[src/logic/core_cfg_pkg.sv]
/*
  Sizes of this core: data width, register file and instruction memory
  depth, with the matching index and word types
*/
package core_cfg_pkg;

    localparam int XLEN        = 32;              // Data and PC width
    localparam int REG_ADDR_W  = 5;
    localparam int NUM_REGS    = 2 ** REG_ADDR_W;
    localparam int IMEM_ADDR_W = 8;               // Word address bits
    localparam int IMEM_DEPTH  = 2 ** IMEM_ADDR_W;

    typedef logic [XLEN-1:0]        word_t;
    typedef logic [REG_ADDR_W-1:0]  reg_addr_t;
    typedef logic [IMEM_ADDR_W-1:0] imem_addr_t;

    // Byte step between consecutive instructions
    localparam word_t PC_STEP = 4;

endpackage

[src/logic/pipe_ifs.sv]
/*
  Bundles between the decode stage and the execute unit. The decoder
  fills decode_if and the register read side fills operand_if
*/


interface operand_if;
    import core_cfg_pkg::*;

    reg_addr_t rs1;
    reg_addr_t rs2;
    word_t     rs1_data;
    word_t     rs2_data;

    modport rd  (output rs1, rs2, rs1_data, rs2_data);
    modport exe (input rs1, rs2, rs1_data, rs2_data);
endinterface

[src/logic/operand_reader.sv]
/*
  Register file with two instruction read ports and a debug read port.
  A write-back to the register being read in the same cycle is passed
  through to the read port. x0 always reads zero
*/
`timescale 1ns/1ps

module operand_reader (
    input  logic                    clk,
    input  logic                    i_rst,
    input  logic                    i_en,
    input  core_cfg_pkg::word_t     i_instr,
    input  logic                    i_wb_en,
    input  core_cfg_pkg::reg_addr_t i_wb_rd,
    input  core_cfg_pkg::word_t     i_wb_data,
    input  core_cfg_pkg::reg_addr_t i_dbg_addr,
    output core_cfg_pkg::word_t     o_dbg_data,
    operand_if.rd                   o_opd
);
    import core_cfg_pkg::*;

    word_t     regs [NUM_REGS];
    reg_addr_t rs1;
    reg_addr_t rs2;
    logic      wb_hit_rs1;
    logic      wb_hit_rs2;

    assign rs1 = i_instr[19:15];
    assign rs2 = i_instr[24:20];

    // Write-back landing this cycle on a register being read
    assign wb_hit_rs1 = i_wb_en && (i_wb_rd == rs1);
    assign wb_hit_rs2 = i_wb_en && (i_wb_rd == rs2);

    always_ff @(posedge clk) begin
        if (i_rst) begin
            for (int i = 0; i < NUM_REGS; i++) begin
                regs[i] <= '0;
            end
        end else if (i_en && i_wb_en && i_wb_rd != '0) begin
            regs[i_wb_rd] <= i_wb_data;
        end
    end

    always_comb begin
        if (rs1 == '0) begin
            o_opd.rs1_data = '0;
        end else if (wb_hit_rs1) begin
            o_opd.rs1_data = i_wb_data;
        end else begin
            o_opd.rs1_data = regs[rs1];
        end

        if (rs2 == '0) begin
            o_opd.rs2_data = '0;
        end else if (wb_hit_rs2) begin
            o_opd.rs2_data = i_wb_data;
        end else begin
            o_opd.rs2_data = regs[rs2];
        end
    end

    assign o_opd.rs1 = rs1;
    assign o_opd.rs2 = rs2;

    // Debug port sees only stored values
    assign o_dbg_data = (i_dbg_addr == '0) ? '0 : regs[i_dbg_addr];

endmodule

[src/flat_wrapper.sv]
// flat-port wrapper written by rule: the top's interface ports become plain ports
module operand_reader_flat import core_cfg_pkg::*;
  (clk, i_rst, i_en, i_instr, i_wb_en, i_wb_rd, i_wb_data, i_dbg_addr, o_dbg_data, o_opd_rs1, o_opd_rs2, o_opd_rs1_data, o_opd_rs2_data);
  operand_if o_opd_i ();
  input  logic clk;
  input  logic i_rst;
  input  logic i_en;
  input  core_cfg_pkg::word_t i_instr;
  input  logic i_wb_en;
  input  core_cfg_pkg::reg_addr_t i_wb_rd;
  input  core_cfg_pkg::word_t i_wb_data;
  input  core_cfg_pkg::reg_addr_t i_dbg_addr;
  output core_cfg_pkg::word_t o_dbg_data;
  output wire logic [$bits(o_opd_i.rs1)-1:0] o_opd_rs1;
  output wire logic [$bits(o_opd_i.rs2)-1:0] o_opd_rs2;
  output wire logic [$bits(o_opd_i.rs1_data)-1:0] o_opd_rs1_data;
  output wire logic [$bits(o_opd_i.rs2_data)-1:0] o_opd_rs2_data;
  assign o_opd_rs1 = o_opd_i.rs1;
  assign o_opd_rs2 = o_opd_i.rs2;
  assign o_opd_rs1_data = o_opd_i.rs1_data;
  assign o_opd_rs2_data = o_opd_i.rs2_data;
  operand_reader u_core (.clk(clk), .i_rst(i_rst), .i_en(i_en), .i_instr(i_instr), .i_wb_en(i_wb_en), .i_wb_rd(i_wb_rd), .i_wb_data(i_wb_data), .i_dbg_addr(i_dbg_addr), .o_dbg_data(o_dbg_data), .o_opd(o_opd_i));
endmodule
[config.mk]
export PLATFORM = sky130hd
export DESIGN_NAME = operand_reader_flat
export DESIGN_NICKNAME = d
export VERILOG_FILES = /design/src/logic/core_cfg_pkg.sv /design/src/logic/pipe_ifs.sv /design/src/logic/operand_reader.sv /design/src/flat_wrapper.sv
export SDC_FILE = /design/constraint.sdc
export NUM_CORES = 2
export LEC_CHECK = 0
export BUFFER_PORTS_ARGS = -buffer_cell sky130_fd_sc_hd__buf_2
export CAP_MARGIN = 20
export CORE_UTILIZATION = 40
export DETAILED_ROUTE_END_ITERATION = 6
export PLACE_DENSITY_LB_ADDON = 0.1
export SLEW_MARGIN = 20
export SYNTH_ARGS = -nofsm -noshare
export SYNTH_HDL_FRONTEND = slang
export SYNTH_SLANG_ARGS = --single-unit
[constraint.sdc]
create_clock -name clk -period 3.07 [get_ports clk]
set_input_delay 0.614 -clock clk [delete_from_list [all_inputs] [get_ports clk]]
set_output_delay 0.614 -clock clk [all_outputs]
set_load 0.02 [all_outputs]
# Word level (Yosys, flattened, before mapping)
# Memories as Yosys holds them, arrays and structs flattened.
# Cells that the tools add are included.
dict set report totals {
  ff_bits 0
  ramBits 1024
  in_bits 78
  out_inout_bits 106
  wordCells 25
  n_memories 1
}
# memory words width rd rd_clocked_by_memory_dff write_ports line_no
set mem_list {}
lappend mem_list {u_core.regs 32 32 3 0 32 operand_reader.sv:22} ;# word_t regs [NUM_REGS];
dict set report classes {
  eq_ne 2
  mux 13
  n_reduce_logical 9
}
# operator n
set ops {}
lappend ops {{two-way mux 32 bit} 6}
lappend ops {{OR reduction 32 bit} 1}
lappend ops {{logical NOT 5 bit} 3}
lappend ops {{equality test 5 bit} 2}
lappend ops {{two-way mux 1 bit} 6}
lappend ops {{two-way mux 5 bit} 1}
lappend ops {{nonzero test 5 bit} 1}
lappend ops {{logical AND 1 bit} 4}

# Logic depth before layout (Yosys ltp)
dict set report logic_depth {
  ltp_word 7
  mapped_depth 10
  ltp_nobuf 5
}

# Least setup slack after synthesis
# No wires, ideal clock.
dict set report synth_timing {
  kind {input port to output port}
  from {input i_instr[17]}
  to {output o_opd_rs1_data[24]}
  arrival_ns 2.450
  t_required_ns 2.456
  path_slack_ns 0.006
  cell_stages 9
  n_path_buf 4
  path_cell_list {clkbuf_1 buf_2 buf_4 nor2_1 clkbuf_1 a22oi_1 a211oi_1 a21oi_1 o21ai_0}
}
dict set report synth_between {
  elab_chain_len 4
}
# item line_no
set synth_lines {}
lappend synth_lines {{from (decl)} flat_wrapper.sv:8} ;# input core_cfg_pkg::word_t i_instr;
lappend synth_lines {{parallel branches: the longest is 3 deep, another holds memory (32 x 32 bit)} --}
lappend synth_lines {{two-way mux 32 bit (*)} operand_reader.sv:46} ;# if (rs1 == '0) begin
lappend synth_lines {{to (decl)} flat_wrapper.sv:16} ;# output wire logic [$bits(o_opd_i.rs1_data)-1:0] o_opd_rs1_data;
# Every way passes the cells marked *.

==> results.yml <==
clocking:
  cts.sinks: 1024
  tritoncts.num_buffers: 121
  clk_slew_on_worst_s_h_paths_ns: 0.06
  cts_root_buffer: "sky130_fd_sc_hd__clkbuf_16"
  max-clock-path-buffers: 3
  clock_tree.htree_level_count: 3
  cts_tree: "yes"
yosys:
  synth.cells.most_frequent: "1024 x sky130_fd_sc_hd__edfxtp_1, 998 x sky130_fd_sc_hd__and2_1, 590 x sky130_fd_sc_hd__mux4_2"
  yosys.cell_count.top_type: "sky130_fd_sc_hd__edfxtp_1"
  async_reset_ff_share_pct: 0
  yosys.cell_types.count: 53
  synth_enable_flop_cells: 1024
  yosysWarnings: 0
  post-synth-top-area-fraction_pct: 48.3
  part_of_the_yosys_area_used_for_sequential_elements_pct: 48.3
  yosys_register_bits: 1024
  synth.top_cells.by_area: "sky130_fd_sc_hd__edfxtp_1 48%, sky130_fd_sc_hd__mux4_2 21%, sky130_fd_sc_hd__and2_1 9.8%, sky130_fd_sc_hd__mux2i_1 6.2%, sky130_fd_sc_hd__clkbuf_1 1.9%"
  synthesis.area_um2: 63600
  post_synth.cell_area_avg_um2: 13.9
  dominantRegCellSynth: "sky130_fd_sc_hd__edfxtp_1"
  synth_largest_area_cell: "sky130_fd_sc_hd__edfxtp_1"
  post_synth_inst_count: 4569
final_layout:
  registers.top_by_ff_count: "u_core.regs"
  stdcell_area_um2: 83900
  area_growth_pct: 31.9
  proportion_of_layout_cells_with_a_drive_suffix_above_1_pct: 44.4
  layout.area.seq_um2: 30700
  final_core_utilization_pct: 53.4
  multi_input_gate_area_um2: 33900
  top_regs: "u_core.regs (1024)"
  design.final.nets: 5376
  number_of_flip_flops_under_the_largest_register_name: 1024
  num-fill-cells: 13000
power:
  p_leak_nw: 30.7
  power.share.switching_pct: 28.8
  cellPowerDensity_nw_per_um2: 481
  cellInternalPower_mw: 28.8
  switchingPower_mw: 11.6
  largest_voltage_drop_on_the_vdd_net_v: 0.000485
  power_frac_clock_pct: 36.4
  pwr-share-seq_pct: 41.4
  combPwrFrac_pct: 22.2
drt:
  detail-route-antenna-nets: 0
  drt-initial-drc-count: 7662
  detail_route.drc_violations: 0
  detailroute.via_count: 50300
  drt_pass1_iterations: 6
  detail_route.wl_per_cell_um: 40.7
  totalWireLength_mm: 305
  vias_per_cell: 6.72
sta:
  final_min_period_over_clock_period_pct: 111
  post-route-worst-setup-slack_ns: -0.339
  setup-violations-final: 94
  period_needed_ns: 3.41
  final-max-slew-violation-count: 0
  setup_tns_ns: -13.12
  timing_worst_slew_pin_value_ns: 0.890
  maxClockFrequency_mhz: 293
  report.final.hold_viol_count: 0
  rsz0062_at_grt: "true"
  maxSlewHeadroom_pct: 40.7
critical_path:
  crit_path_required_time_ns: 2.46
  crit_path_end_kind: "output pin"
  timing.critical_path.buf_inv: 1
  critical-path-top-delay-family: "multiplexers"
  timing.critical_path.mode_cell: "sky130_fd_sc_hd__mux4_2"
  cpMaxStageDelayCell: "sky130_fd_sc_hd__mux4_2"
  crit_type: "reg2out"
  start_kind: "flip-flop"
  crit_path_max_fanout: 2
  critPathArrivalTime_ns: 2.79
  critical_path_cell_by_cell: "mux4_2, mux4_2, nor2b_4, a221o_1, buf_6"
  crit_path_max_incr_delay_ns: 0.50
flow_run:
  max_cap_violations: 0
global_route:
  global_route_wire_length_before_repair_mm: 408
  grt_use_met1_pct: 50.8
  first_global_vias: 48300
  grt_use_met3_pct: 9.50
  grtUsageMet2_pct: 54.9
  globalRoute.busiestLayer: "met2"
  grt_start_max_net_pins: 52
  initial_antenna_violation_count: 33
  overflow: 0
  grtUsageTotal_pct: 37.1
floorplanning:
  ios: 184
  floorplan.initialDensity_pct: 40.5
  design.die.area_um2: 161000
  std_cell_rows: 145
  floorplan.die.height_um: 401
  coreArea_um2: 157000
  die_x_um: 401
placed_design:
  gp_routability_congestion: 0.959
  post_dp_cell_area_um2: 72500
  number_of_buffer_cells_added_on_primary_ports: 161
  pre_cts_ws_ns: -0.712
  detailedPlacementHpwl_mm: 197
min_path:
  hold_path.class: "in2reg"
run_status:
  failed_checks: "negative setup slack"
  outcome: "complete, but fails checks"
-- per-layer routing --
| metal | routed length (µm) | share of wire, % | up-vias |
|---|---|---|---|
| met5 | 69 | 0.023 | - |
| met2 | 132000 | 43 | 3798 |
| met3 | 37800 | 12 | 792 |
| met4 | 17500 | 5.7 | 12 |
| li1 | - | - | 19500 |
| met1 | 117000 | 38 | 26200 |
-- per-stage QoR --
| step | instances | power (mW) | hold WS (ns) |
|---|---|---|---|
| 6_report | 7488 | 40.4 | 0.323 |
| 5_1_grt | 7459 | 41.2 | 0.286 |
| 4_1_cts | 7409 | 40.0 | 0.268 |
| 3_5_place_dp | 7008 | 24.1 | 1.06 |
| 3_3_place_gp | 7008 | 24.1 | 1.06 |
| 2_1_floorplan | 4600 | 20.6 | 0.812 |
-- worst paths after layout --
kind | from | to | slack, ns | depth (start not counted)
min | i_wb_data[18] | u_core.regs[8][18] | 0.32 | 2
max | u_core.regs[28][23] | o_opd_rs1_data[23] | -0.34 | 5
-- layout by cell type (no fill, tap or decap), types with 29 or more instances in the layout --
cell,count
sky130_fd_sc_hd__clkbuf_16,133
sky130_fd_sc_hd__edfxtp_1,1024
sky130_fd_sc_hd__clkinv_1,39
sky130_fd_sc_hd__nor2_4,38
sky130_fd_sc_hd__o22ai_2,36
sky130_fd_sc_hd__a21oi_2,35
sky130_fd_sc_hd__or2_2,29
sky130_fd_sc_hd__buf_4,551
sky130_fd_sc_hd__mux2_2,45
sky130_fd_sc_hd__buf_12,204
sky130_fd_sc_hd__buf_16,43
sky130_fd_sc_hd__a22oi_2,43
sky130_fd_sc_hd__o21ai_0,30
sky130_fd_sc_hd__a21oi_1,45
sky130_fd_sc_hd__mux4_2,590
sky130_fd_sc_hd__a22oi_1,68
sky130_fd_sc_hd__buf_8,38
sky130_fd_sc_hd__conb_1,32
sky130_fd_sc_hd__nor2_1,41
sky130_fd_sc_hd__o22ai_1,30
sky130_fd_sc_hd__and2_1,996
sky130_fd_sc_hd__mux2i_1,378
sky130_fd_sc_hd__buf_6,188
sky130_fd_sc_hd__nand2_1,63
sky130_fd_sc_hd__a21oi_4,42
sky130_fd_sc_hd__diode_2,31
sky130_fd_sc_hd__buf_2,51
sky130_fd_sc_hd__a221oi_2,30
-- power by group through the flow --
stage	logic (mW)	registers, mW	clock network (mW)
2_1_floorplan	3.84	16.8	0
3_3_place_gp	7.15	16.9	0
3_5_place_dp	7.15	17.0	0
4_1_cts	8.50	16.7	14.8
5_1_grt	9.09	16.8	15.3
6_report	8.94	16.7	14.7
-- cell families after synthesis --
family	after synthesis	synth area share, %
xor gates and xnor gates	10	0.138
DFF	1024	48.3
buffers and inverters	526	3.85
and+or+nand+nor	1299	12.1
muxes	1059	28.4
AOI/OAI and AO/OA	650	7.19
other	1	0.00589
-- layout make-up --
type	instances	share of cell area, %
Inverter	11	0.0492
Clock inverter	81	0.890
Timing Repair Buffer	1089	15.1
Antenna cell	31	0.0924
Multi-Input combinational cell	3051	40.3
Sequential cell	1024	36.6
Tap cell	2058	3.07
Clock buffer	143	3.78
-- what timing repair did --
item / CTS / global route
resized for setup: 862 / 217
hold endpoints to repair: 0 / 0
gates cloned: 24 / 7
setup endpoints to repair: 96 / 96
buffers inserted: 198 / 64
hold buffers: 0 / 0
pin swaps: 226 / 172
No activity file was read; power rests on OpenSTA's default activity.
