[config.mk]
export PLATFORM = sky130hd
export DESIGN_NAME = inst_decoder_flat
export DESIGN_NICKNAME = d
export VERILOG_FILES = /design/src/logic/rv_isa_pkg.sv /design/src/logic/core_cfg_pkg.sv /design/src/logic/pipe_ifs.sv /design/src/logic/inst_decoder.sv /design/src/flat_wrapper.sv
export SDC_FILE = /design/constraint.sdc
export NUM_CORES = 1
export LEC_CHECK = 0
export BUFFER_PORTS_ARGS = -buffer_cell sky130_fd_sc_hd__buf_2
export CORE_MARGIN = 3
export CORE_UTILIZATION = 38
export DETAILED_ROUTE_END_ITERATION = 16
export PLACE_DENSITY = 0.91
export SLEW_MARGIN = 25
export SYNTH_ARGS = -nofsm -noshare
export SYNTH_HDL_FRONTEND = slang
export SYNTH_SLANG_ARGS = --single-unit
[constraint.sdc]
create_clock -name vclk -period 1.8
set_clock_uncertainty 0.05 [all_clocks]
set_input_delay 0 -clock vclk [all_inputs]
set_output_delay 0 -clock vclk [all_outputs]
set_load 0.03 [all_outputs]
[src/logic/rv_isa_pkg.sv]
/*
  RV32I encodings for the register and immediate arithmetic subset,
  plus the internal ALU operation code passed from decode to execute
*/
package rv_isa_pkg;

    // Major opcodes of the supported instruction classes
    typedef enum logic [6:0] {
        OP_REG = 7'b0110011,  // R-type arithmetic
        OP_IMM = 7'b0010011,  // Register-immediate arithmetic
        OP_LUI = 7'b0110111
    } opcode_t;

    localparam logic [2:0] F3_ADD_SUB = 3'b000;
    localparam logic [2:0] F3_SLL     = 3'b001;
    localparam logic [2:0] F3_SLT     = 3'b010;
    localparam logic [2:0] F3_SLTU    = 3'b011;
    localparam logic [2:0] F3_XOR     = 3'b100;
    localparam logic [2:0] F3_SRL_SRA = 3'b101;
    localparam logic [2:0] F3_OR      = 3'b110;
    localparam logic [2:0] F3_AND     = 3'b111;

    localparam logic [6:0] F7_ALT = 7'b0100000;  // Selects SUB and SRA

    typedef enum logic [3:0] {
        ALU_ADD,
        ALU_SUB,
        ALU_SLL,
        ALU_SLT,
        ALU_SLTU,
        ALU_XOR,
        ALU_SRL,
        ALU_SRA,
        ALU_OR,
        ALU_AND,
        ALU_PASS_B  // LUI, operand B straight through
    } alu_op_t;

endpackage

[src/logic/core_cfg_pkg.sv]
/*
  Sizes of this core: data width, register file and instruction memory
  depth, with the matching index and word types
*/
package core_cfg_pkg;

    localparam int XLEN        = 32;              // Data and PC width
    localparam int REG_ADDR_W  = 5;
    localparam int NUM_REGS    = 2 ** REG_ADDR_W;
    localparam int IMEM_ADDR_W = 8;               // Word address bits
    localparam int IMEM_DEPTH  = 2 ** IMEM_ADDR_W;

    typedef logic [XLEN-1:0]        word_t;
    typedef logic [REG_ADDR_W-1:0]  reg_addr_t;
    typedef logic [IMEM_ADDR_W-1:0] imem_addr_t;

    // Byte step between consecutive instructions
    localparam word_t PC_STEP = 4;

endpackage

[src/logic/pipe_ifs.sv]
/*
  Bundles between the decode stage and the execute unit. The decoder
  fills decode_if and the register read side fills operand_if
*/
`timescale 1ns/1ps

interface decode_if;
    import core_cfg_pkg::*;
    import rv_isa_pkg::*;

    alu_op_t   alu_op;
    logic      use_imm;    // B operand comes from imm
    word_t     imm;
    reg_addr_t rd;
    logic      reg_write;  // Already qualified with valid and rd != 0
    logic      valid;

    modport dec (output alu_op, use_imm, imm, rd, reg_write, valid);
    modport exe (input alu_op, use_imm, imm, rd, reg_write, valid);
endinterface


[src/logic/inst_decoder.sv]
/*
  Combinational decode of the fetched word into ALU operation,
  immediate and write-back control. Unsupported opcodes decode to a
  no-op with register write off
*/
`timescale 1ns/1ps

module inst_decoder (
    input  core_cfg_pkg::word_t i_instr,
    input  logic                i_instr_valid,
    decode_if.dec               o_dec
);
    import core_cfg_pkg::*;
    import rv_isa_pkg::*;

    logic [6:0] opcode;
    logic [2:0] funct3;
    logic [6:0] funct7;
    reg_addr_t  rd;
    logic       kept_op;    // Opcode is one of the supported classes
    alu_op_t    arith_op;   // Shared funct3/funct7 decode
    word_t      imm_i;
    word_t      imm_shamt;
    word_t      imm_u;

    assign opcode = i_instr[6:0];
    assign rd     = i_instr[11:7];
    assign funct3 = i_instr[14:12];
    assign funct7 = i_instr[31:25];

    // Immediate forms
    assign imm_i     = {{(XLEN-12){i_instr[31]}}, i_instr[31:20]};
    assign imm_shamt = {{(XLEN-5){1'b0}}, i_instr[24:20]};
    assign imm_u     = {i_instr[31:12], 12'b0};

    always_comb begin
        case (funct3)
            F3_ADD_SUB: begin
                // Only the register form has SUB
                if (opcode == OP_REG && funct7 == F7_ALT) begin
                    arith_op = ALU_SUB;
                end else begin
                    arith_op = ALU_ADD;
                end
            end
            F3_SLL:     arith_op = ALU_SLL;
            F3_SLT:     arith_op = ALU_SLT;
            F3_SLTU:    arith_op = ALU_SLTU;
            F3_XOR:     arith_op = ALU_XOR;
            F3_SRL_SRA: arith_op = (funct7 == F7_ALT) ? ALU_SRA : ALU_SRL;
            F3_OR:      arith_op = ALU_OR;
            F3_AND:     arith_op = ALU_AND;
        endcase
    end

    always_comb begin
        kept_op       = 1'b0;
        o_dec.alu_op  = arith_op;
        o_dec.use_imm = 1'b0;
        o_dec.imm     = imm_i;
        case (opcode)
            OP_REG: kept_op = 1'b1;
            OP_IMM: begin
                kept_op       = 1'b1;
                o_dec.use_imm = 1'b1;
                if (funct3 == F3_SLL || funct3 == F3_SRL_SRA) begin
                    o_dec.imm = imm_shamt;  // SLLI/SRLI/SRAI
                end
            end
            OP_LUI: begin
                kept_op       = 1'b1;
                o_dec.alu_op  = ALU_PASS_B;
                o_dec.use_imm = 1'b1;
                o_dec.imm     = imm_u;
            end
            default: o_dec.alu_op = ALU_ADD;  // No-op
        endcase
    end

    assign o_dec.rd        = rd;
    assign o_dec.valid     = i_instr_valid;
    assign o_dec.reg_write = kept_op && i_instr_valid && (rd != '0);

endmodule

[src/flat_wrapper.sv]
// flat-port wrapper written by rule: the top's interface ports become plain ports
module inst_decoder_flat import core_cfg_pkg::*; import rv_isa_pkg::*;
  (i_instr, i_instr_valid, o_dec_alu_op, o_dec_use_imm, o_dec_imm, o_dec_rd, o_dec_reg_write, o_dec_valid);
  decode_if o_dec_i ();
  input  core_cfg_pkg::word_t i_instr;
  input  logic i_instr_valid;
  output wire logic [$bits(o_dec_i.alu_op)-1:0] o_dec_alu_op;
  output wire logic [$bits(o_dec_i.use_imm)-1:0] o_dec_use_imm;
  output wire logic [$bits(o_dec_i.imm)-1:0] o_dec_imm;
  output wire logic [$bits(o_dec_i.rd)-1:0] o_dec_rd;
  output wire logic [$bits(o_dec_i.reg_write)-1:0] o_dec_reg_write;
  output wire logic [$bits(o_dec_i.valid)-1:0] o_dec_valid;
  assign o_dec_alu_op = o_dec_i.alu_op;
  assign o_dec_use_imm = o_dec_i.use_imm;
  assign o_dec_imm = o_dec_i.imm;
  assign o_dec_rd = o_dec_i.rd;
  assign o_dec_reg_write = o_dec_i.reg_write;
  assign o_dec_valid = o_dec_i.valid;
  inst_decoder u_core (.i_instr(i_instr), .i_instr_valid(i_instr_valid), .o_dec(o_dec_i));
endmodule
# Word-level counts from Yosys, hierarchy flattened
# Cells that the tools add are included.
# word_totals
inputBits,33
mem_bits_ro,0
memories,0
latchBits,0
ram_bits,0
ff_bits,0
# classes
n_bitwise,0
n_lt_le_gt_ge,0
eq_ne,11
addsub,0
multipliers,0
muxes,8
reduce_logical,9
shift,0
n_div,0
# ops
operator,count
$pmux W32 S2,1
$mux W32,1
$pmux W4 S8,1
$eq A7 B6 Y1 const B,3
$eq A3 B3 Y1 const B,4
$pmux W4 S2,1
$eq A7 B5 Y1 const B,1
$eq A3 B2 Y1 const B,2
$reduce_bool A5 Y1,1
$mux W1,4
$reduce_or A2 Y1,2
$eq A3 B1 Y1 const B,1
$logic_and A1 B1 Y1,3
$logic_not A3 Y1,1
$reduce_or A3 Y1,1
$logic_or A1 B1 Y1,1

# Longest topological paths before layout
# logic_depth
depth_word,5
mapped_depth,7

# Worst setup path after synthesis
# No wires, ideal clock.
# synth_timing
path_kind,input to output
start,in i_instr[3]
end,out o_dec_alu_op[0]
cell_stages,4
n_path_buf,1
arrival_ns,1.564
required_ns,1.750
slack_ns,0.186
path_cell_list,and4bb_2 > buf_2 > nand2_1 > nor4_1
# synth_between
elab_chain_cells,5
elab_cells_between_ends,8
cone_classes,3 x eq/ne; 3 x mux; 2 x reduce/logical
# synth_rtl
item,line_no,source
from (decl),flat_wrapper.sv:5,input core_cfg_pkg::word_t i_instr;
$eq A7 B6 Y1,"inst_decoder.sv:40, inst_decoder.sv:61",
$logic_and A1 B1 Y1,inst_decoder.sv:40,if (opcode == OP_REG && funct7 == F7_ALT) begin
$mux W1,inst_decoder.sv:40,
$pmux W4 S8,inst_decoder.sv:37,case (funct3)
$pmux W4 S2 *,inst_decoder.sv:61,case (opcode)
to (decl),flat_wrapper.sv:7,output wire logic [$bits(o_dec_i.alu_op)-1:0] o_dec_alu_op;
# Mark *: on every way between the ends. The rest lies on a longest branch, timed or not.

# Worst setup path in the final report
# layout_timing
start,in i_instr[3]
end,out o_dec_imm[14]
# layout_between
elab_chain_cells,2
elab_cells_between_ends,3
cone_classes,2 x eq/ne; 1 x mux
# layout_rtl
item,line_no,source
$eq A7 B6 Y1 or $eq A7 B5 Y1 (tied branches),inst_decoder.sv:61,
$pmux W32 S2 *,inst_decoder.sv:61,
to (decl),flat_wrapper.sv:9,output wire logic [$bits(o_dec_i.imm)-1:0] o_dec_imm;
# Marks and branches as above.

==> flow_metrics.py <==
metrics = {
    "worst_hold_path": {
        "hp-class": "in2out",
        "hold_path_depth": 2,
        "hold_path_end": "o_dec_rd[1]",
        "hold_start": "i_instr[8]",
    },
    "sta": {
        "setup_violations": 0,
        "max_slew_margin_pct": 66.4,
        "drv_slew": 0,
        "rsz0062_at_grt": "false",
        "fin_ws_ns": 0.325,
        "fmax_mhz": 678,
        "whs_ns": 0.212,
        "hold_viol": 0,
        "period_needed_ns": 1.47,
        "fin_crit_sh_pct": 81.9,
        "worst_slew_pin_slew_ns": 0.504,
        "finalSetupTns_ns": 0,
    },
    "setup_path": {
        "critPathKind": "in2out",
        "worstPathCellList": "buf_2, and4bb_2, nand3_2, o22ai_1, buf_2",
        "critPathMaxStageDelay_ns": 0.42,
        "cpMostUsedCell": "buf_2",
        "cp_top_family": "simple AND/OR/NAND/NOR gates",
        "worstSetupEndpointType": "primary output",
        "critPathRequiredTime_ns": 1.75,
        "path_buf_inv": 2,
        "critPathMaxFanout": 19,
        "start_kind": "primary input",
        "crit_arrival_ns": 1.42,
        "slowest_stage": "nand3_2",
    },
    "detailed_routing": {
        "route.vias.total": 925,
        "drc": 0,
        "ant_nets": 0,
        "wl_um": 2210,
        "viasPerCell": 5.29,
        "avgRoutedWirePerCell_um": 12.6,
        "drtPass1Iterations": 4,
        "drt_iter0_drc": 17,
    },
    "global_route": {
        "grt-ovfl-total": 0,
        "grt_usage_pct": 18.6,
        "grt_pass1_wl_um": 3230,
        "grt_pass1_vias": 783,
        "antenna_found_initial": 0,
        "grtUsageMet2_pct": 35.0,
        "grt_max_degree": 28,
        "met3_usage_pct": 1.53,
        "met1_usage_pct": 22.2,
        "grt-busiest-layer": "met2",
    },
    "place": {
        "post-dp-hpwl_um": 1800,
        "portBuffers": 77,
        "place.gp.congestion": 0.685,
        "placed_area_um2": 947,
        "dp_cells": 175,
        "preCtsSetupSlack_ns": 0.330,
    },
    "run": {
        "max_cap_viol_count": 0,
    },
    "finish": {
        "layout_common_cells": "buf_2 (77), inv_1 (20), o22ai_2 (12)",
        "final_cells": 175,
        "fin_util_pct": 60.8,
        "n_sequential_cell": 0,
        "final_area_um2": 947,
        "nNetsFinal": 194,
        "area_delta_synth_final_pct": 45.9,
        "final_common_cell": "buf_2",
        "seqCellArea_um2": 0,
        "drive_above_1_share_pct": 61.0,
        "clockBufferCount": 0,
        "antennaDiodeCount": 0,
    },
    "cts": {
        "hold_buffers": 0,
        "ctsResizeCount": 0,
        "post-cts-setup-buffers": 0,
    },
    "logic_synthesis": {
        "syn_area_per_cell_um2": 6.76,
        "synth_top_family_by_area": "compound AO/OA/AOI/OAI gates",
        "synth_cells": 96,
        "yosysSeqAreaShare_pct": 0,
        "synth_xor_area_share_pct": 0,
        "synth_nets": 129,
        "synth_area_um2": 649,
        "ys_warn_count": 0,
        "synth_simple_gate_area_share_pct": 23.9,
        "synth_fa_ha_area_share_pct": 0,
        "synthMuxAreaShare_pct": 0,
        "synth-compound-area-share_pct": 45.7,
        "yosysUniqueCellTypes": 28,
    },
    "floorplanning": {
        "rows": 14,
        "initial_core_util_pct": 41.7,
        "die_h_um": 47.3,
        "die_area_um2": 2240,
        "io_pins": 77,
        "die-width_um": 47.3,
        "core_area_um2": 1560,
    },
    "power_and_ir_drop": {
        "leakage_nw": 0.554,
        "power_density_nw_per_um2": 301,
        "ir_drop_uv": 168,
        "power.total_uw": 285,
    },
    "run_status": {
        "status": "finished clean",
    },
}
synthesized netlist by cell type, drive strengths merged:
| cell | number | share of area [%] |
|---|---|---|
| inv | 20 | 12 |
| o22ai | 20 | 31 |
| buf | 13 | 17 |
| nor2 | 7 | 4.0 |
| a31oi | 5 | 4.8 |
| a21oi | 3 | 2.9 |
| clkbuf | 3 | 1.7 |
| nand2 | 3 | 1.7 |
| nor3 | 3 | 2.3 |
| nor2b | 2 | 1.9 |
| nor3b | 2 | 2.3 |
| nor4 | 2 | 1.9 |
| o21ai | 2 | 1.5 |
| a211oi | 1 | 1.2 |
| a221oi | 1 | 1.3 |
| and2 | 1 | 1.3 |
| and3b | 1 | 1.3 |
| and4bb | 1 | 1.9 |
| nand3 | 1 | 1.5 |
| nor4b | 1 | 1.3 |
| o211a | 1 | 1.5 |
| o21ba | 1 | 1.5 |
| or2 | 1 | 0.96 |
| or4 | 1 | 1.2 |
worst max-delay path by stage:
stage                     startpoint              end  depth (start not counted)
after floorplan           i_instr[3]  o_dec_alu_op[0]                          4
after global placement    i_instr[3]    o_dec_imm[16]                          5
after detailed placement  i_instr[3]    o_dec_imm[14]                          5
after CTS                 i_instr[3]    o_dec_imm[14]                          5
after global routing      i_instr[3]    o_dec_imm[14]                          5
final                     i_instr[3]    o_dec_imm[14]                          5
layer usage:
layer,vias to the layer above,wire (um)
met1,400,848
met2,56,1140
met5,-,0
met3,6,192
met4,0,33
li1,463,-
cell families after synthesis:
group | count (synthesis)
AO/OA/AOI/OAI | 34
AND/OR/NAND/NOR | 26
buffers and inverters | 36
cell type report:
type,instances,area (um2)
Inverter,20,75.1
Fill cell,144,612
Multi-Input combinational cell,60,452
Tap cell,16,20.0
Timing Repair Buffer,79,400
power breakdown:
group / leakage (nW) / internal (mW) / switching (mW)
Sequential: 0 / 0 / 0
Combinational: 0.554 / 0.101 / 0.184
Clock: 0 / 0 / 0
No activity file was read; power rests on OpenSTA's default activity.
