### config.mk
export PLATFORM = sky130hd
export DESIGN_NAME = execute_unit_flat
export DESIGN_NICKNAME = d
export VERILOG_FILES = /design/src/logic/rv_isa_pkg.sv /design/src/logic/core_cfg_pkg.sv /design/src/logic/pipe_ifs.sv /design/src/logic/execute_unit.sv /design/src/flat_wrapper.sv
export SDC_FILE = /design/constraint.sdc
export NUM_CORES = 1
export LEC_CHECK = 0
export BUFFER_PORTS_ARGS = -buffer_cell sky130_fd_sc_hd__buf_2
export CORE_ASPECT_RATIO = 0.9
export CORE_MARGIN = 5
export CORE_UTILIZATION = 35
export DETAILED_ROUTE_END_ITERATION = 16
export PLACE_DENSITY = 0.57
export RECOVER_POWER = 25
export SETUP_SLACK_MARGIN = 0.3
export SYNTH_ARGS = -nofsm -noshare
export SYNTH_HDL_FRONTEND = slang
export SYNTH_SLANG_ARGS = --single-unit
### constraint.sdc
create_clock -name clk -period 8.2 [get_ports clk]
set_clock_uncertainty 0.05 [all_clocks]
set_input_delay 1.23 -clock clk [delete_from_list [all_inputs] [get_ports clk]]
set_output_delay 1.23 -clock clk [all_outputs]
set_load 0.02 [all_outputs]
### src/logic/rv_isa_pkg.sv
/*
  RV32I encodings for the register and immediate arithmetic subset,
  plus the internal ALU operation code passed from decode to execute
*/
package rv_isa_pkg;

    // Major opcodes of the supported instruction classes
    typedef enum logic [6:0] {
        OP_REG = 7'b0110011,  // R-type arithmetic
        OP_IMM = 7'b0010011,  // Register-immediate arithmetic
        OP_LUI = 7'b0110111
    } opcode_t;

    localparam logic [2:0] F3_ADD_SUB = 3'b000;
    localparam logic [2:0] F3_SLL     = 3'b001;
    localparam logic [2:0] F3_SLT     = 3'b010;
    localparam logic [2:0] F3_SLTU    = 3'b011;
    localparam logic [2:0] F3_XOR     = 3'b100;
    localparam logic [2:0] F3_SRL_SRA = 3'b101;
    localparam logic [2:0] F3_OR      = 3'b110;
    localparam logic [2:0] F3_AND     = 3'b111;

    localparam logic [6:0] F7_ALT = 7'b0100000;  // Selects SUB and SRA

    typedef enum logic [3:0] {
        ALU_ADD,
        ALU_SUB,
        ALU_SLL,
        ALU_SLT,
        ALU_SLTU,
        ALU_XOR,
        ALU_SRL,
        ALU_SRA,
        ALU_OR,
        ALU_AND,
        ALU_PASS_B  // LUI, operand B straight through
    } alu_op_t;

endpackage

### src/logic/core_cfg_pkg.sv
/*
  Sizes of this core: data width, register file and instruction memory
  depth, with the matching index and word types
*/
package core_cfg_pkg;

    localparam int XLEN        = 32;              // Data and PC width
    localparam int REG_ADDR_W  = 5;
    localparam int NUM_REGS    = 2 ** REG_ADDR_W;
    localparam int IMEM_ADDR_W = 8;               // Word address bits
    localparam int IMEM_DEPTH  = 2 ** IMEM_ADDR_W;

    typedef logic [XLEN-1:0]        word_t;
    typedef logic [REG_ADDR_W-1:0]  reg_addr_t;
    typedef logic [IMEM_ADDR_W-1:0] imem_addr_t;

    // Byte step between consecutive instructions
    localparam word_t PC_STEP = 4;

endpackage

### src/logic/pipe_ifs.sv
/*
  Bundles between the decode stage and the execute unit. The decoder
  fills decode_if and the register read side fills operand_if
*/
`timescale 1ns/1ps

interface decode_if;
    import core_cfg_pkg::*;
    import rv_isa_pkg::*;

    alu_op_t   alu_op;
    logic      use_imm;    // B operand comes from imm
    word_t     imm;
    reg_addr_t rd;
    logic      reg_write;  // Already qualified with valid and rd != 0
    logic      valid;

    modport dec (output alu_op, use_imm, imm, rd, reg_write, valid);
    modport exe (input alu_op, use_imm, imm, rd, reg_write, valid);
endinterface

interface operand_if;
    import core_cfg_pkg::*;

    reg_addr_t rs1;
    reg_addr_t rs2;
    word_t     rs1_data;
    word_t     rs2_data;

    modport rd  (output rs1, rs2, rs1_data, rs2_data);
    modport exe (input rs1, rs2, rs1_data, rs2_data);
endinterface

### src/logic/execute_unit.sv
/*
  Execute stage. Captures decode and operands in the decode/execute
  register, forwards the previous result when needed, runs the ALU and
  holds the result in the execute/write-back register
*/
`timescale 1ns/1ps

module execute_unit (
    input  logic                    clk,
    input  logic                    i_rst,
    input  logic                    i_en,
    decode_if.exe                   i_dec,
    operand_if.exe                  i_opd,
    output logic                    o_wb_en,
    output core_cfg_pkg::reg_addr_t o_wb_rd,
    output core_cfg_pkg::word_t     o_wb_data
);
    import core_cfg_pkg::*;
    import rv_isa_pkg::*;

    // Decode/execute register
    logic      de_valid;
    logic      de_reg_write;
    alu_op_t   de_alu_op;
    logic      de_use_imm;
    word_t     de_imm;
    reg_addr_t de_rd;
    reg_addr_t de_rs1;
    reg_addr_t de_rs2;
    word_t     de_rs1_data;
    word_t     de_rs2_data;

    // Execute/write-back register
    logic      ew_wb_en;
    reg_addr_t ew_rd;
    word_t     ew_data;

    word_t      op_a;
    word_t      op_b_reg;
    word_t      op_b;
    logic [4:0] shamt;
    word_t      alu_result;

    always_ff @(posedge clk) begin
        if (i_rst) begin
            de_valid     <= 1'b0;
            de_reg_write <= 1'b0;
            ew_wb_en     <= 1'b0;
        end else if (i_en) begin
            de_valid     <= i_dec.valid;
            de_reg_write <= i_dec.reg_write;
            ew_wb_en     <= de_valid && de_reg_write;
        end
    end

    always_ff @(posedge clk) begin
        if (i_en) begin
            de_alu_op   <= i_dec.alu_op;
            de_use_imm  <= i_dec.use_imm;
            de_imm      <= i_dec.imm;
            de_rd       <= i_dec.rd;
            de_rs1      <= i_opd.rs1;
            de_rs2      <= i_opd.rs2;
            de_rs1_data <= i_opd.rs1_data;
            de_rs2_data <= i_opd.rs2_data;
            ew_rd       <= de_rd;
            ew_data     <= alu_result;
        end
    end

    // Forward from the instruction one ahead
    assign op_a = (ew_wb_en && ew_rd != '0 && ew_rd == de_rs1) ? ew_data : de_rs1_data;
    assign op_b_reg = (ew_wb_en && ew_rd != '0 && ew_rd == de_rs2) ? ew_data : de_rs2_data;
    assign op_b  = de_use_imm ? de_imm : op_b_reg;
    assign shamt = op_b[4:0];

    always_comb begin
        case (de_alu_op)
            ALU_ADD:    alu_result = op_a + op_b;
            ALU_SUB:    alu_result = op_a - op_b;
            ALU_SLL:    alu_result = op_a << shamt;
            ALU_SLT:    alu_result = {{(XLEN-1){1'b0}}, $signed(op_a) < $signed(op_b)};
            ALU_SLTU:   alu_result = {{(XLEN-1){1'b0}}, op_a < op_b};
            ALU_XOR:    alu_result = op_a ^ op_b;
            ALU_SRL:    alu_result = op_a >> shamt;
            ALU_SRA:    alu_result = $signed(op_a) >>> shamt;
            ALU_OR:     alu_result = op_a | op_b;
            ALU_AND:    alu_result = op_a & op_b;
            ALU_PASS_B: alu_result = op_b;
            default:    alu_result = '0;
        endcase
    end

    assign o_wb_en   = ew_wb_en;
    assign o_wb_rd   = ew_rd;
    assign o_wb_data = ew_data;

endmodule

### src/flat_wrapper.sv
// flat-port wrapper written by rule: the top's interface ports become plain ports
module execute_unit_flat import core_cfg_pkg::*; import rv_isa_pkg::*;
  (clk, i_rst, i_en, o_wb_en, o_wb_rd, o_wb_data, i_dec_alu_op, i_dec_use_imm, i_dec_imm, i_dec_rd, i_dec_reg_write, i_dec_valid, i_opd_rs1, i_opd_rs2, i_opd_rs1_data, i_opd_rs2_data);
  decode_if i_dec_i ();
  operand_if i_opd_i ();
  input  logic clk;
  input  logic i_rst;
  input  logic i_en;
  output logic o_wb_en;
  output core_cfg_pkg::reg_addr_t o_wb_rd;
  output core_cfg_pkg::word_t o_wb_data;
  input wire logic [$bits(i_dec_i.alu_op)-1:0] i_dec_alu_op;
  input wire logic [$bits(i_dec_i.use_imm)-1:0] i_dec_use_imm;
  input wire logic [$bits(i_dec_i.imm)-1:0] i_dec_imm;
  input wire logic [$bits(i_dec_i.rd)-1:0] i_dec_rd;
  input wire logic [$bits(i_dec_i.reg_write)-1:0] i_dec_reg_write;
  input wire logic [$bits(i_dec_i.valid)-1:0] i_dec_valid;
  input wire logic [$bits(i_opd_i.rs1)-1:0] i_opd_rs1;
  input wire logic [$bits(i_opd_i.rs2)-1:0] i_opd_rs2;
  input wire logic [$bits(i_opd_i.rs1_data)-1:0] i_opd_rs1_data;
  input wire logic [$bits(i_opd_i.rs2_data)-1:0] i_opd_rs2_data;
  assign i_dec_i.alu_op = i_dec_alu_op;
  assign i_dec_i.use_imm = i_dec_use_imm;
  assign i_dec_i.imm = i_dec_imm;
  assign i_dec_i.rd = i_dec_rd;
  assign i_dec_i.reg_write = i_dec_reg_write;
  assign i_dec_i.valid = i_dec_valid;
  assign i_opd_i.rs1 = i_opd_rs1;
  assign i_opd_i.rs2 = i_opd_rs2;
  assign i_opd_i.rs1_data = i_opd_rs1_data;
  assign i_opd_i.rs2_data = i_opd_rs2_data;
  execute_unit u_core (.clk(clk), .i_rst(i_rst), .i_en(i_en), .i_dec(i_dec_i), .i_opd(i_opd_i), .o_wb_en(o_wb_en), .o_wb_rd(o_wb_rd), .o_wb_data(o_wb_data));
endmodule
# Word-level counts from Yosys, hierarchy flattened

Index checks and enable logic that the tools add are counted.

Eq/ne operators: 12
Reductions and logical operators: 6
Bitwise logic cells: 3
Muxes and demuxes: 4
Magnitude comparators: 2
Shift operators: 3
Add/subtract/negate cells: 2

Operator list:

| operator             | count |
|---|---|
| $pmux W32 S11        | 1 |
| $mux W32             | 3 |
| $lt A32 B32 Y1       | 2 |
| $add A32 B32 Y32     | 1 |
| $and A32 B32 Y32     | 1 |
| $or A32 B32 Y32      | 1 |
| $shl A32 B5 Y32      | 1 |
| $shr A32 B5 Y32      | 1 |
| $sshr A32 B5 Y32     | 1 |
| $sub A32 B32 Y32     | 1 |
| $xor A32 B32 Y32     | 1 |
| $eq A4 B3 Y1 const B | 4 |
| $eq A4 B4 Y1 const B | 3 |
| $eq A5 B5 Y1         | 2 |
| $eq A4 B2 Y1 const B | 2 |
| $reduce_bool A5 Y1   | 1 |
| $eq A4 B1 Y1 const B | 1 |
| $logic_and A1 B1 Y1  | 4 |
| $logic_not A4 Y1     | 1 |

Output and inout bits: 38
Input port bits: 121
Flip-flop bits (word level): 156

# Longest topological paths before layout

Gate-level depths: netlist of the first run.

Depth after elaboration: 7
Mapped depth: 22
Gate-level depth less buffers: 18

# Worst setup path before layout of the first run

Ideal clock, no wire load.

Path type: register -> register
Start: register u_core.ew_rd[3], in the netlist u_core.o_wb_rd[3]
End: register u_core.ew_data[24], in the netlist u_core.o_wb_data[24] (data pin)
Arrival: 5.150 ns
Period minus slack after synthesis: 5.459 ns
Cell stages (with the launch flop): 22
Required time: 7.891 ns
Slack: 2.741 ns
Cell sequence: edfxtp_1 or4_4 o21ai_2 buf_6 nor3_1 buf_6 a221o_1 buf_4 buf_2 buf_2 ha_1 fa_1 inv_1 a21o_1 a21oi_1 or3_1 o21ai_1 o21ai_1 o41ai_2 a21oi_1 a221o_1 a211o_1

Word-level cells in the longest chain between the ends: 7
Elaborated cells on any way between the ends: 18
Classes of those cells: add/sub (2); eq/ne (2); shift (3); mux (4); bitwise (3); reduce/logical (4)

Ends and longest elaborated chain:

| element                                  | RTL line                               | RTL |
|---|---|---|
| from (decl)                              | execute_unit.sv:35                     | `reg_addr_t ew_rd;` |
| from (signal assigned)                   | execute_unit.sv:66                     | `ew_rd <= de_rd;` |
| $reduce_bool A5 Y1                       | execute_unit.sv:72, execute_unit.sv:73 |  |
| $logic_and A1 B1 Y1                      | execute_unit.sv:72, execute_unit.sv:73 |  |
| $logic_and A1 B1 Y1                      | execute_unit.sv:73                     | `assign op_b_reg = (ew_wb_en && ew_rd != '0 && ew_rd == de_rs2) ? ew_data : de_rs2_data;` |
| $mux W32                                 | execute_unit.sv:73                     |  |
| $mux W32                                 | execute_unit.sv:74                     | `assign op_b = de_use_imm ? de_imm : op_b_reg;` |
| $sub A32 B32 Y32 (tied with other cells) | execute_unit.sv:80                     | `ALU_SUB: alu_result = op_a - op_b;` |
| $pmux W32 S11 *                          | execute_unit.sv:78                     | `case (de_alu_op)` |
| via u_core.alu_result[24]                | execute_unit.sv:42                     | `word_t alu_result;` |
| to (signal assigned)                     | execute_unit.sv:67                     | `ew_data <= alu_result;` |
| to (decl)                                | execute_unit.sv:36                     | `word_t ew_data;` |

Mark *: on every way through the listed nets, which the timed path passes. The rest lies on a longest branch.
A chain may end at the register's enable or synchronous reset.

# Worst setup path after layout of the first run

Start: register u_core.ew_rd[4], in the netlist u_core.o_wb_rd[4]
End: register u_core.ew_data[24], in the netlist u_core.o_wb_data[24] (data pin)

The elaborated chain is that of the path after synthesis.

==> flow_metrics.py, run 1 <==
metrics = {
    "synthesis": {
        "synth_cell_types": 89,
        "avgSynthCellArea_um2": 9.058,
        "ys_seq_elements": 156,
        "syn_area_mm2": 0.01550,
        "synth_top_area_share_pct": 29.64,
        "syn_inst": 1711,
        "ys.flop_type": "edfxtp_1",
        "synth_nets": 1933,
        "synth_top_cell_by_area": "edfxtp_1",
        "synth-edff-count": 153,
        "ys_seq_area_share_pct": 30.03,
        "yosysWarnings": 0,
        "ys_async_sr_fraction_pct": 0,
        "synth_area_leaders": "edfxtp_1 30%, mux2i_1 11%, ha_1 8.0%, a21oi_1 3.9%, nand2_1 3.9%",
    },
    "clocking": {
        "clk_latency_ps": 490,
        "cts.path.max_buffers": 2,
        "cts_resized": 0,
        "cts.clk_slew.worst_paths_ps": 60,
        "cts_made_buffers": 17,
        "cts_tree": "built",
        "cts.sinks": 156,
        "htree_levels": 4,
        "cts-root-buf": "clkbuf_16",
        "ctsHoldBuffers": 0,
        "cts_setup_buffers": 0,
    },
    "pwr": {
        "vdd_ir_drop_max_mv": 0.1769,
        "p_sw_mw": 1.394,
        "power.leakage_nw": 6.950,
        "p_comb_share_pct": 44.7,
        "share_seq_of_total_power_pct": 31.4,
        "power_frac_clock_pct": 23.9,
        "p_int_mw": 1.907,
        "p_sw_share_pct": 42.22,
        "p_per_area_mw_per_mm2": 190.3,
    },
    "global_route": {
        "grt_use_total_pct": 26.88,
        "antenna_found_initial": 2,
        "grt_max_degree": 87,
        "grt_pass1_vias": 14540,
        "grt_pass1_wl_um": 97880,
        "grt_overflow": 0,
    },
    "routing": {
        "wl_per_cell_um": 27.99,
        "vias": 15251,
        "drt_wl_total_um": 67700,
        "drt_first_iter_violations": 1985,
        "routed_via_density": 6.305,
        "drc": 0,
        "first_pass_iters": 5,
        "ant_nets": 0,
    },
    "placement": {
        "dp.cells": 2387,
        "dp_slack_ps": 1318,
        "hpwlAfterDp_um": 50050,
        "place.gp.congestion": 1.074,
        "port-buffer-count": 158,
    },
    "sta": {
        "finalSetupViolCount": 0,
        "slew_viol_final": 0,
        "worst_slew_pin_slew_ps": 1301,
        "max_freq_mhz": 142.0,
        "setup-tns-final_ps": 0,
        "slew_headroom_pct": 11.02,
        "final-hold-violation-count": 0,
        "fin_crit_ps": 7040,
        "rsz0062_at_grt": "false",
        "setup_ws_ps": 1160,
        "post-route-period-util_pct": 85.86,
    },
    "layout": {
        "insertedDiodeCount": 0,
        "fin_cells": 2419,
        "postLayoutCoreUtil_pct": 39.39,
        "num-nets-final": 2028,
        "layout-drive-gt1-share_pct": 17.87,
        "area_growth_pct": 11.88,
    },
    "setup_path": {
        "path_class": "flip-flop to flip-flop",
        "cp_slowest_cell": "nor4_1",
        "worstPathCellList": "xnor2_1, nand3_1, nor3_4, buf_4, mux2i_1, inv_1, ha_1, nor4_1, nand2_1, or3_1, o21ai_1, o21ai_1, o41ai_2, a21oi_1, a221o_1, a211o_1",
        "critical_path.max_stage_delay_ps": 1000,
        "crit_fanout": 23,
        "cp-end-kind": "flip-flop",
        "cp_common_cell": "o21ai_1",
        "worst_ep_required_time_ps": 8390,
        "arrival_ps": 7230,
        "start_kind": "flip-flop",
    },
    "floorplan": {
        "die_width_um": 231.8,
        "die_h_um": 209.6,
        "rows": 73,
        "initial_utilization_pct": 35.20,
        "io_pins": 159,
        "coreArea_mm2": 0.04402,
        "die_area_mm2": 0.04860,
    },
    "outcome": {
        "outcome": "completed",
    },
    "run": {
        "maxCapViolations": 0,
    },
    "min_path": {
        "min_path_type": "flip-flop to flip-flop",
    },
}
## per-stage QoR
stage	area [µm²]	hold slack [ps]	total power, mW
5_1_grt	17340	387.3	3.437
2_1_floorplan	15500	350.3	1.978
3_3_place_gp	16780	362.3	2.472
3_5_place_dp	16780	369.4	2.471
4_1_cts	17340	384.2	3.280
6_report	17340	383.1	3.301
## cells in the mapped netlist (all sizes together), types with 35 or more instances
cell type / n
clkbuf: 65
mux2i: 191
edfxtp: 153
o21ai: 105
nand2: 161
ha: 99
nand3: 39
inv: 89
a21oi: 122
buf: 55
mux2: 35
nor2: 126
## area by class of cell
| class | count | area (µm²) |
|---|---|---|
| Clock inverter | 12 | 123.9 |
| Clock buffer | 20 | 436.7 |
| Fill cell | 4530 | 26680 |
| Tap cell | 600 | 750.7 |
| Inverter | 94 | 359.1 |
| Sequential cell | 156 | 4654 |
| Timing Repair Buffer | 196 | 1082 |
| Multi-Input combinational cell | 1341 | 9933 |
## flip-flops by register name, summed over array words and instances (netlist names)
register             cells
u_core.de_imm           32
u_core.de_alu_op         4
u_core.de_rs2_data      32
u_core.o_wb_en           1
u_core.de_valid          1
u_core.de_rd             5
u_core.o_wb_data        32
u_core.o_wb_rd           5
u_core.de_rs1_data      32
u_core.de_reg_write      1
u_core.de_use_imm        1
u_core.de_rs2            5
u_core.de_rs1            5
## final timing paths
check                                       start                   end  slack [ps]  cells after the start
worst max register to register  u_core.o_wb_rd[4]  u_core.o_wb_data[24]        1160                     16
worst min-delay path              u_core.de_rd[3]     u_core.o_wb_rd[3]         380                      0
worst max-delay path            u_core.o_wb_rd[4]  u_core.o_wb_data[24]        1160                     16
worst min register to register    u_core.de_rd[3]     u_core.o_wb_rd[3]         380                      0
## critical path: cells and delay by family (launching register included)
| kind | cells | cell delay, ps |
|---|---|---|
| muxes | 1 | 710 |
| buffers and inverters | 2 | 710 |
| and+or+nand+nor | 5 | 2220 |
| xor gates and xnor gates | 1 | 200 |
| AOI/OAI and AO/OA | 6 | 2000 |
| adders and majority gates | 1 | 430 |
| DFF | 1 | 450 |
## power groups by stage
stage               combinational (mW)  clock (mW)  sequential (mW)
floorplan                        0.922           0             1.06
global placement                  1.42           0             1.05
detailed placement                1.42           0             1.05
CTS                               1.43       0.816             1.04
global route                      1.55       0.842             1.04
finish                            1.48       0.790             1.04
## routing by layer
layer	vias up	global-route usage (%)	part of all wire [%]
li1	6713	-	-
met1	7322	35.55	41
met2	965	40.35	43
met3	247	6.425	10
met4	4	15.09	6.1
met5	-	0	0.032
## cell usage in the layout, fill, tap and decap left out, types with 11 or more instances in the layout
master	Yosys	layout
mux2i_1	175	175
nand2_1	161	160
buf_2	26	157
edfxtp_1	153	153
nor2_1	126	123
a21oi_1	122	122
ha_1	99	99
o21ai_0	98	98
inv_1	86	86
nand3_1	39	39
buf_4	7	38
o211ai_1	34	34
o221ai_1	34	34
mux2_2	32	32
xnor2_1	23	23
a221oi_1	22	22
a21o_1	21	21
o22ai_1	20	20
nand2b_1	17	17
clkbuf_16	0	17
nor3_1	19	16
a31oi_1	16	16
nand4_1	15	15
a22oi_1	15	15
nor2b_1	14	14
a211oi_1	14	14
mux2i_2	13	13
mux4_2	13	13
o2111ai_1	12	12
o21bai_1	12	12
o31ai_1	11	11
a221o_1	13	11
## logic make-up after synthesis
family	count (synthesis)	share of synthesized area, %
AOI/OAI and AO/OA	533	23.60
xor gates and xnor gates	28	1.582
adders and majority gates	101	8.251
buffers and inverters	214	6.135
DFF	156	30.03
muxes	240	17.54
and+or+nand+nor	439	12.86
No activity file was read; power rests on OpenSTA's default activity.
==> run 2: changes to the inputs <==
--- a/config.mk
+++ b/config.mk
@@ -8,11 +8,12 @@
 export BUFFER_PORTS_ARGS = -buffer_cell sky130_fd_sc_hd__buf_2
 export CORE_ASPECT_RATIO = 0.9
 export CORE_MARGIN = 5
-export CORE_UTILIZATION = 35
+export CORE_UTILIZATION = 30
 export DETAILED_ROUTE_END_ITERATION = 16
-export PLACE_DENSITY = 0.57
+export PLACE_DENSITY = 0.51
 export RECOVER_POWER = 25
 export SETUP_SLACK_MARGIN = 0.3
+export SKIP_CTS_REPAIR_TIMING = 1
 export SYNTH_ARGS = -nofsm -noshare
 export SYNTH_HDL_FRONTEND = slang
 export SYNTH_SLANG_ARGS = --single-unit
==> flow_metrics.py, run 2 (same netlist as run 1, synthesis figures left out) <==
metrics = {
    "clocking": {
        "cts.path.max_buffers": 2,
        "cts_made_buffers": 17,
        "cts.sinks": 156,
        "cts.clk_slew.worst_paths_ps": 70,
        "cts_tree": "built",
        "htree_levels": 4,
        "clk_latency_ps": 500,
        "cts-root-buf": "clkbuf_16",
    },
    "setup_path": {
        "worst_ep_required_time_ps": 8400,
        "worstPathCellList": "or4_4, o21ai_2, nor3_4, buf_4, mux2i_2, inv_1, ha_1, nor4_1, nand2_1, or3_1, o21ai_1, o21ai_1, o41ai_2, a21oi_1, a221o_1, a211o_1",
        "path_class": "flip-flop to flip-flop",
        "arrival_ps": 7340,
        "cp-end-kind": "flip-flop",
        "crit_fanout": 27,
        "critPathTopFamily": "compound AO/OA/AOI/OAI gates",
        "cp_slowest_cell": "nor4_1",
        "critical_path_buf_inv_count": 2,
        "cp_common_cell": "o21ai_1",
        "critical_path.max_stage_delay_ps": 930,
        "start_kind": "flip-flop",
    },
    "floorplan": {
        "die_area_mm2": 0.05631,
        "coreArea_mm2": 0.05140,
        "die_width_um": 249.6,
        "io_pins": 159,
        "rows": 79,
        "initial_utilization_pct": 30.15,
        "die_h_um": 225.6,
    },
    "pwr": {
        "vdd_ir_drop_max_mv": 0.1676,
        "p_comb_share_pct": 44.5,
        "p_sw_share_pct": 42.43,
        "share_seq_of_total_power_pct": 31.1,
        "power.leakage_nw": 6.981,
        "p_sw_mw": 1.411,
        "p_int_mw": 1.915,
        "p_per_area_mw_per_mm2": 190.1,
        "finalPower_mw": 3.326,
        "power_frac_clock_pct": 24.3,
    },
    "sta": {
        "setup-tns-final_ps": 0,
        "slew_headroom_pct": 27.51,
        "finalSetupViolCount": 0,
        "worst_slew_pin_slew_ps": 1077,
        "slew_viol_final": 0,
        "post-route-period-util_pct": 87.07,
        "rsz0062_at_grt": "false",
        "fin_crit_ps": 7140,
        "max_freq_mhz": 140.1,
        "final-hold-violation-count": 0,
    },
    "global_route": {
        "antenna_found_initial": 3,
        "grt_use_total_pct": 24.01,
        "grt_overflow": 0,
        "grt_pass1_vias": 14567,
        "grt_max_degree": 82,
        "grt_pass1_wl_um": 100900,
    },
    "routing": {
        "wl_per_cell_um": 27.74,
        "drt_wl_total_um": 69770,
        "routed_via_density": 6.037,
        "drc": 0,
        "ant_nets": 0,
        "first_pass_iters": 6,
        "drt_first_iter_violations": 1948,
        "vias": 15184,
    },
    "placement": {
        "hpwlAfterDp_um": 51500,
        "place.gp.congestion": 1.010,
        "port-buffer-count": 158,
    },
    "layout": {
        "regArea_mm2": 0.004654,
        "layout-drive-gt1-share_pct": 17.98,
        "final_common_cell": "mux2i_1",
        "final_cell_mix": "175 x mux2i_1, 159 x nand2_1, 157 x buf_2, 153 x edfxtp_1, 125 x nor2_1",
        "multi_input_area_mm2": 0.009922,
        "fillers": 5431,
        "postLayoutCoreUtil_pct": 34.04,
        "area_growth_pct": 12.89,
        "num-nets-final": 2033,
    },
    "run": {
        "maxCapViolations": 0,
    },
    "min_path": {
        "min_path_type": "flip-flop to flip-flop",
    },
    "outcome": {
        "outcome": "completed",
    },
}
-- run 2: through the flow --
| step | hold slack, ps | cell area [µm²] | instances | setup WS [ps] |
|---|---|---|---|---|
| floorplan | 350.3 | 15500 | 1711 | 2741 |
| global placement | 358.0 | 16920 | 2480 | 1426 |
| detailed placement | 354.5 | 16920 | 2480 | 1176 |
| CTS | 366.8 | 17490 | 2512 | 1176 |
| global route | 378.0 | 17490 | 2513 | 702.7 |
| finish | 364.4 | 17500 | 2515 | 1060 |
-- run 2: cell type report --
cell class	count	share of cell area (%)
clock buffer	19	2.474
timing repair buffer	201	6.400
tap	688	4.920
inverter	94	2.052
multi-input combinational	1341	56.71
sequential	156	26.60
antenna	3	0.04291
clock inverter	13	0.8009
-- run 2: metal layers --
metal	vias to the layer above	share of wire [%]	wire [µm]	global-route usage, %
met1	7393	43	30020	32.54
met3	198	8.6	6010	5.539
met5	-	0.026	18	0
li1	6740	-	-	-
met2	851	42	29500	35.55
met4	2	6.1	4227	13.20
-- run 2: power groups by stage --
| stage | registers (mW) | logic (mW) | clock network, mW |
|---|---|---|---|
| after floorplan | 1.06 | 0.922 | 0 |
| after CTS | 1.04 | 1.44 | 0.843 |
| after global placement | 1.05 | 1.43 | 0 |
| final | 1.04 | 1.48 | 0.810 |
| after global routing | 1.04 | 1.57 | 0.861 |
| after detailed placement | 1.05 | 1.43 | 0 |
-- run 2: path summary, 6_finish.rpt --
check	from	slack, ps	cells past startpoint	endpoint
worst max-delay path	u_core.o_wb_rd[3]	1060	16	u_core.o_wb_data[24]
worst min-delay path	u_core.de_rd[1]	360	0	u_core.o_wb_rd[1]
worst max register to register	u_core.o_wb_rd[3]	1060	16	u_core.o_wb_data[24]
worst min register to register	u_core.de_rd[1]	360	0	u_core.o_wb_rd[1]
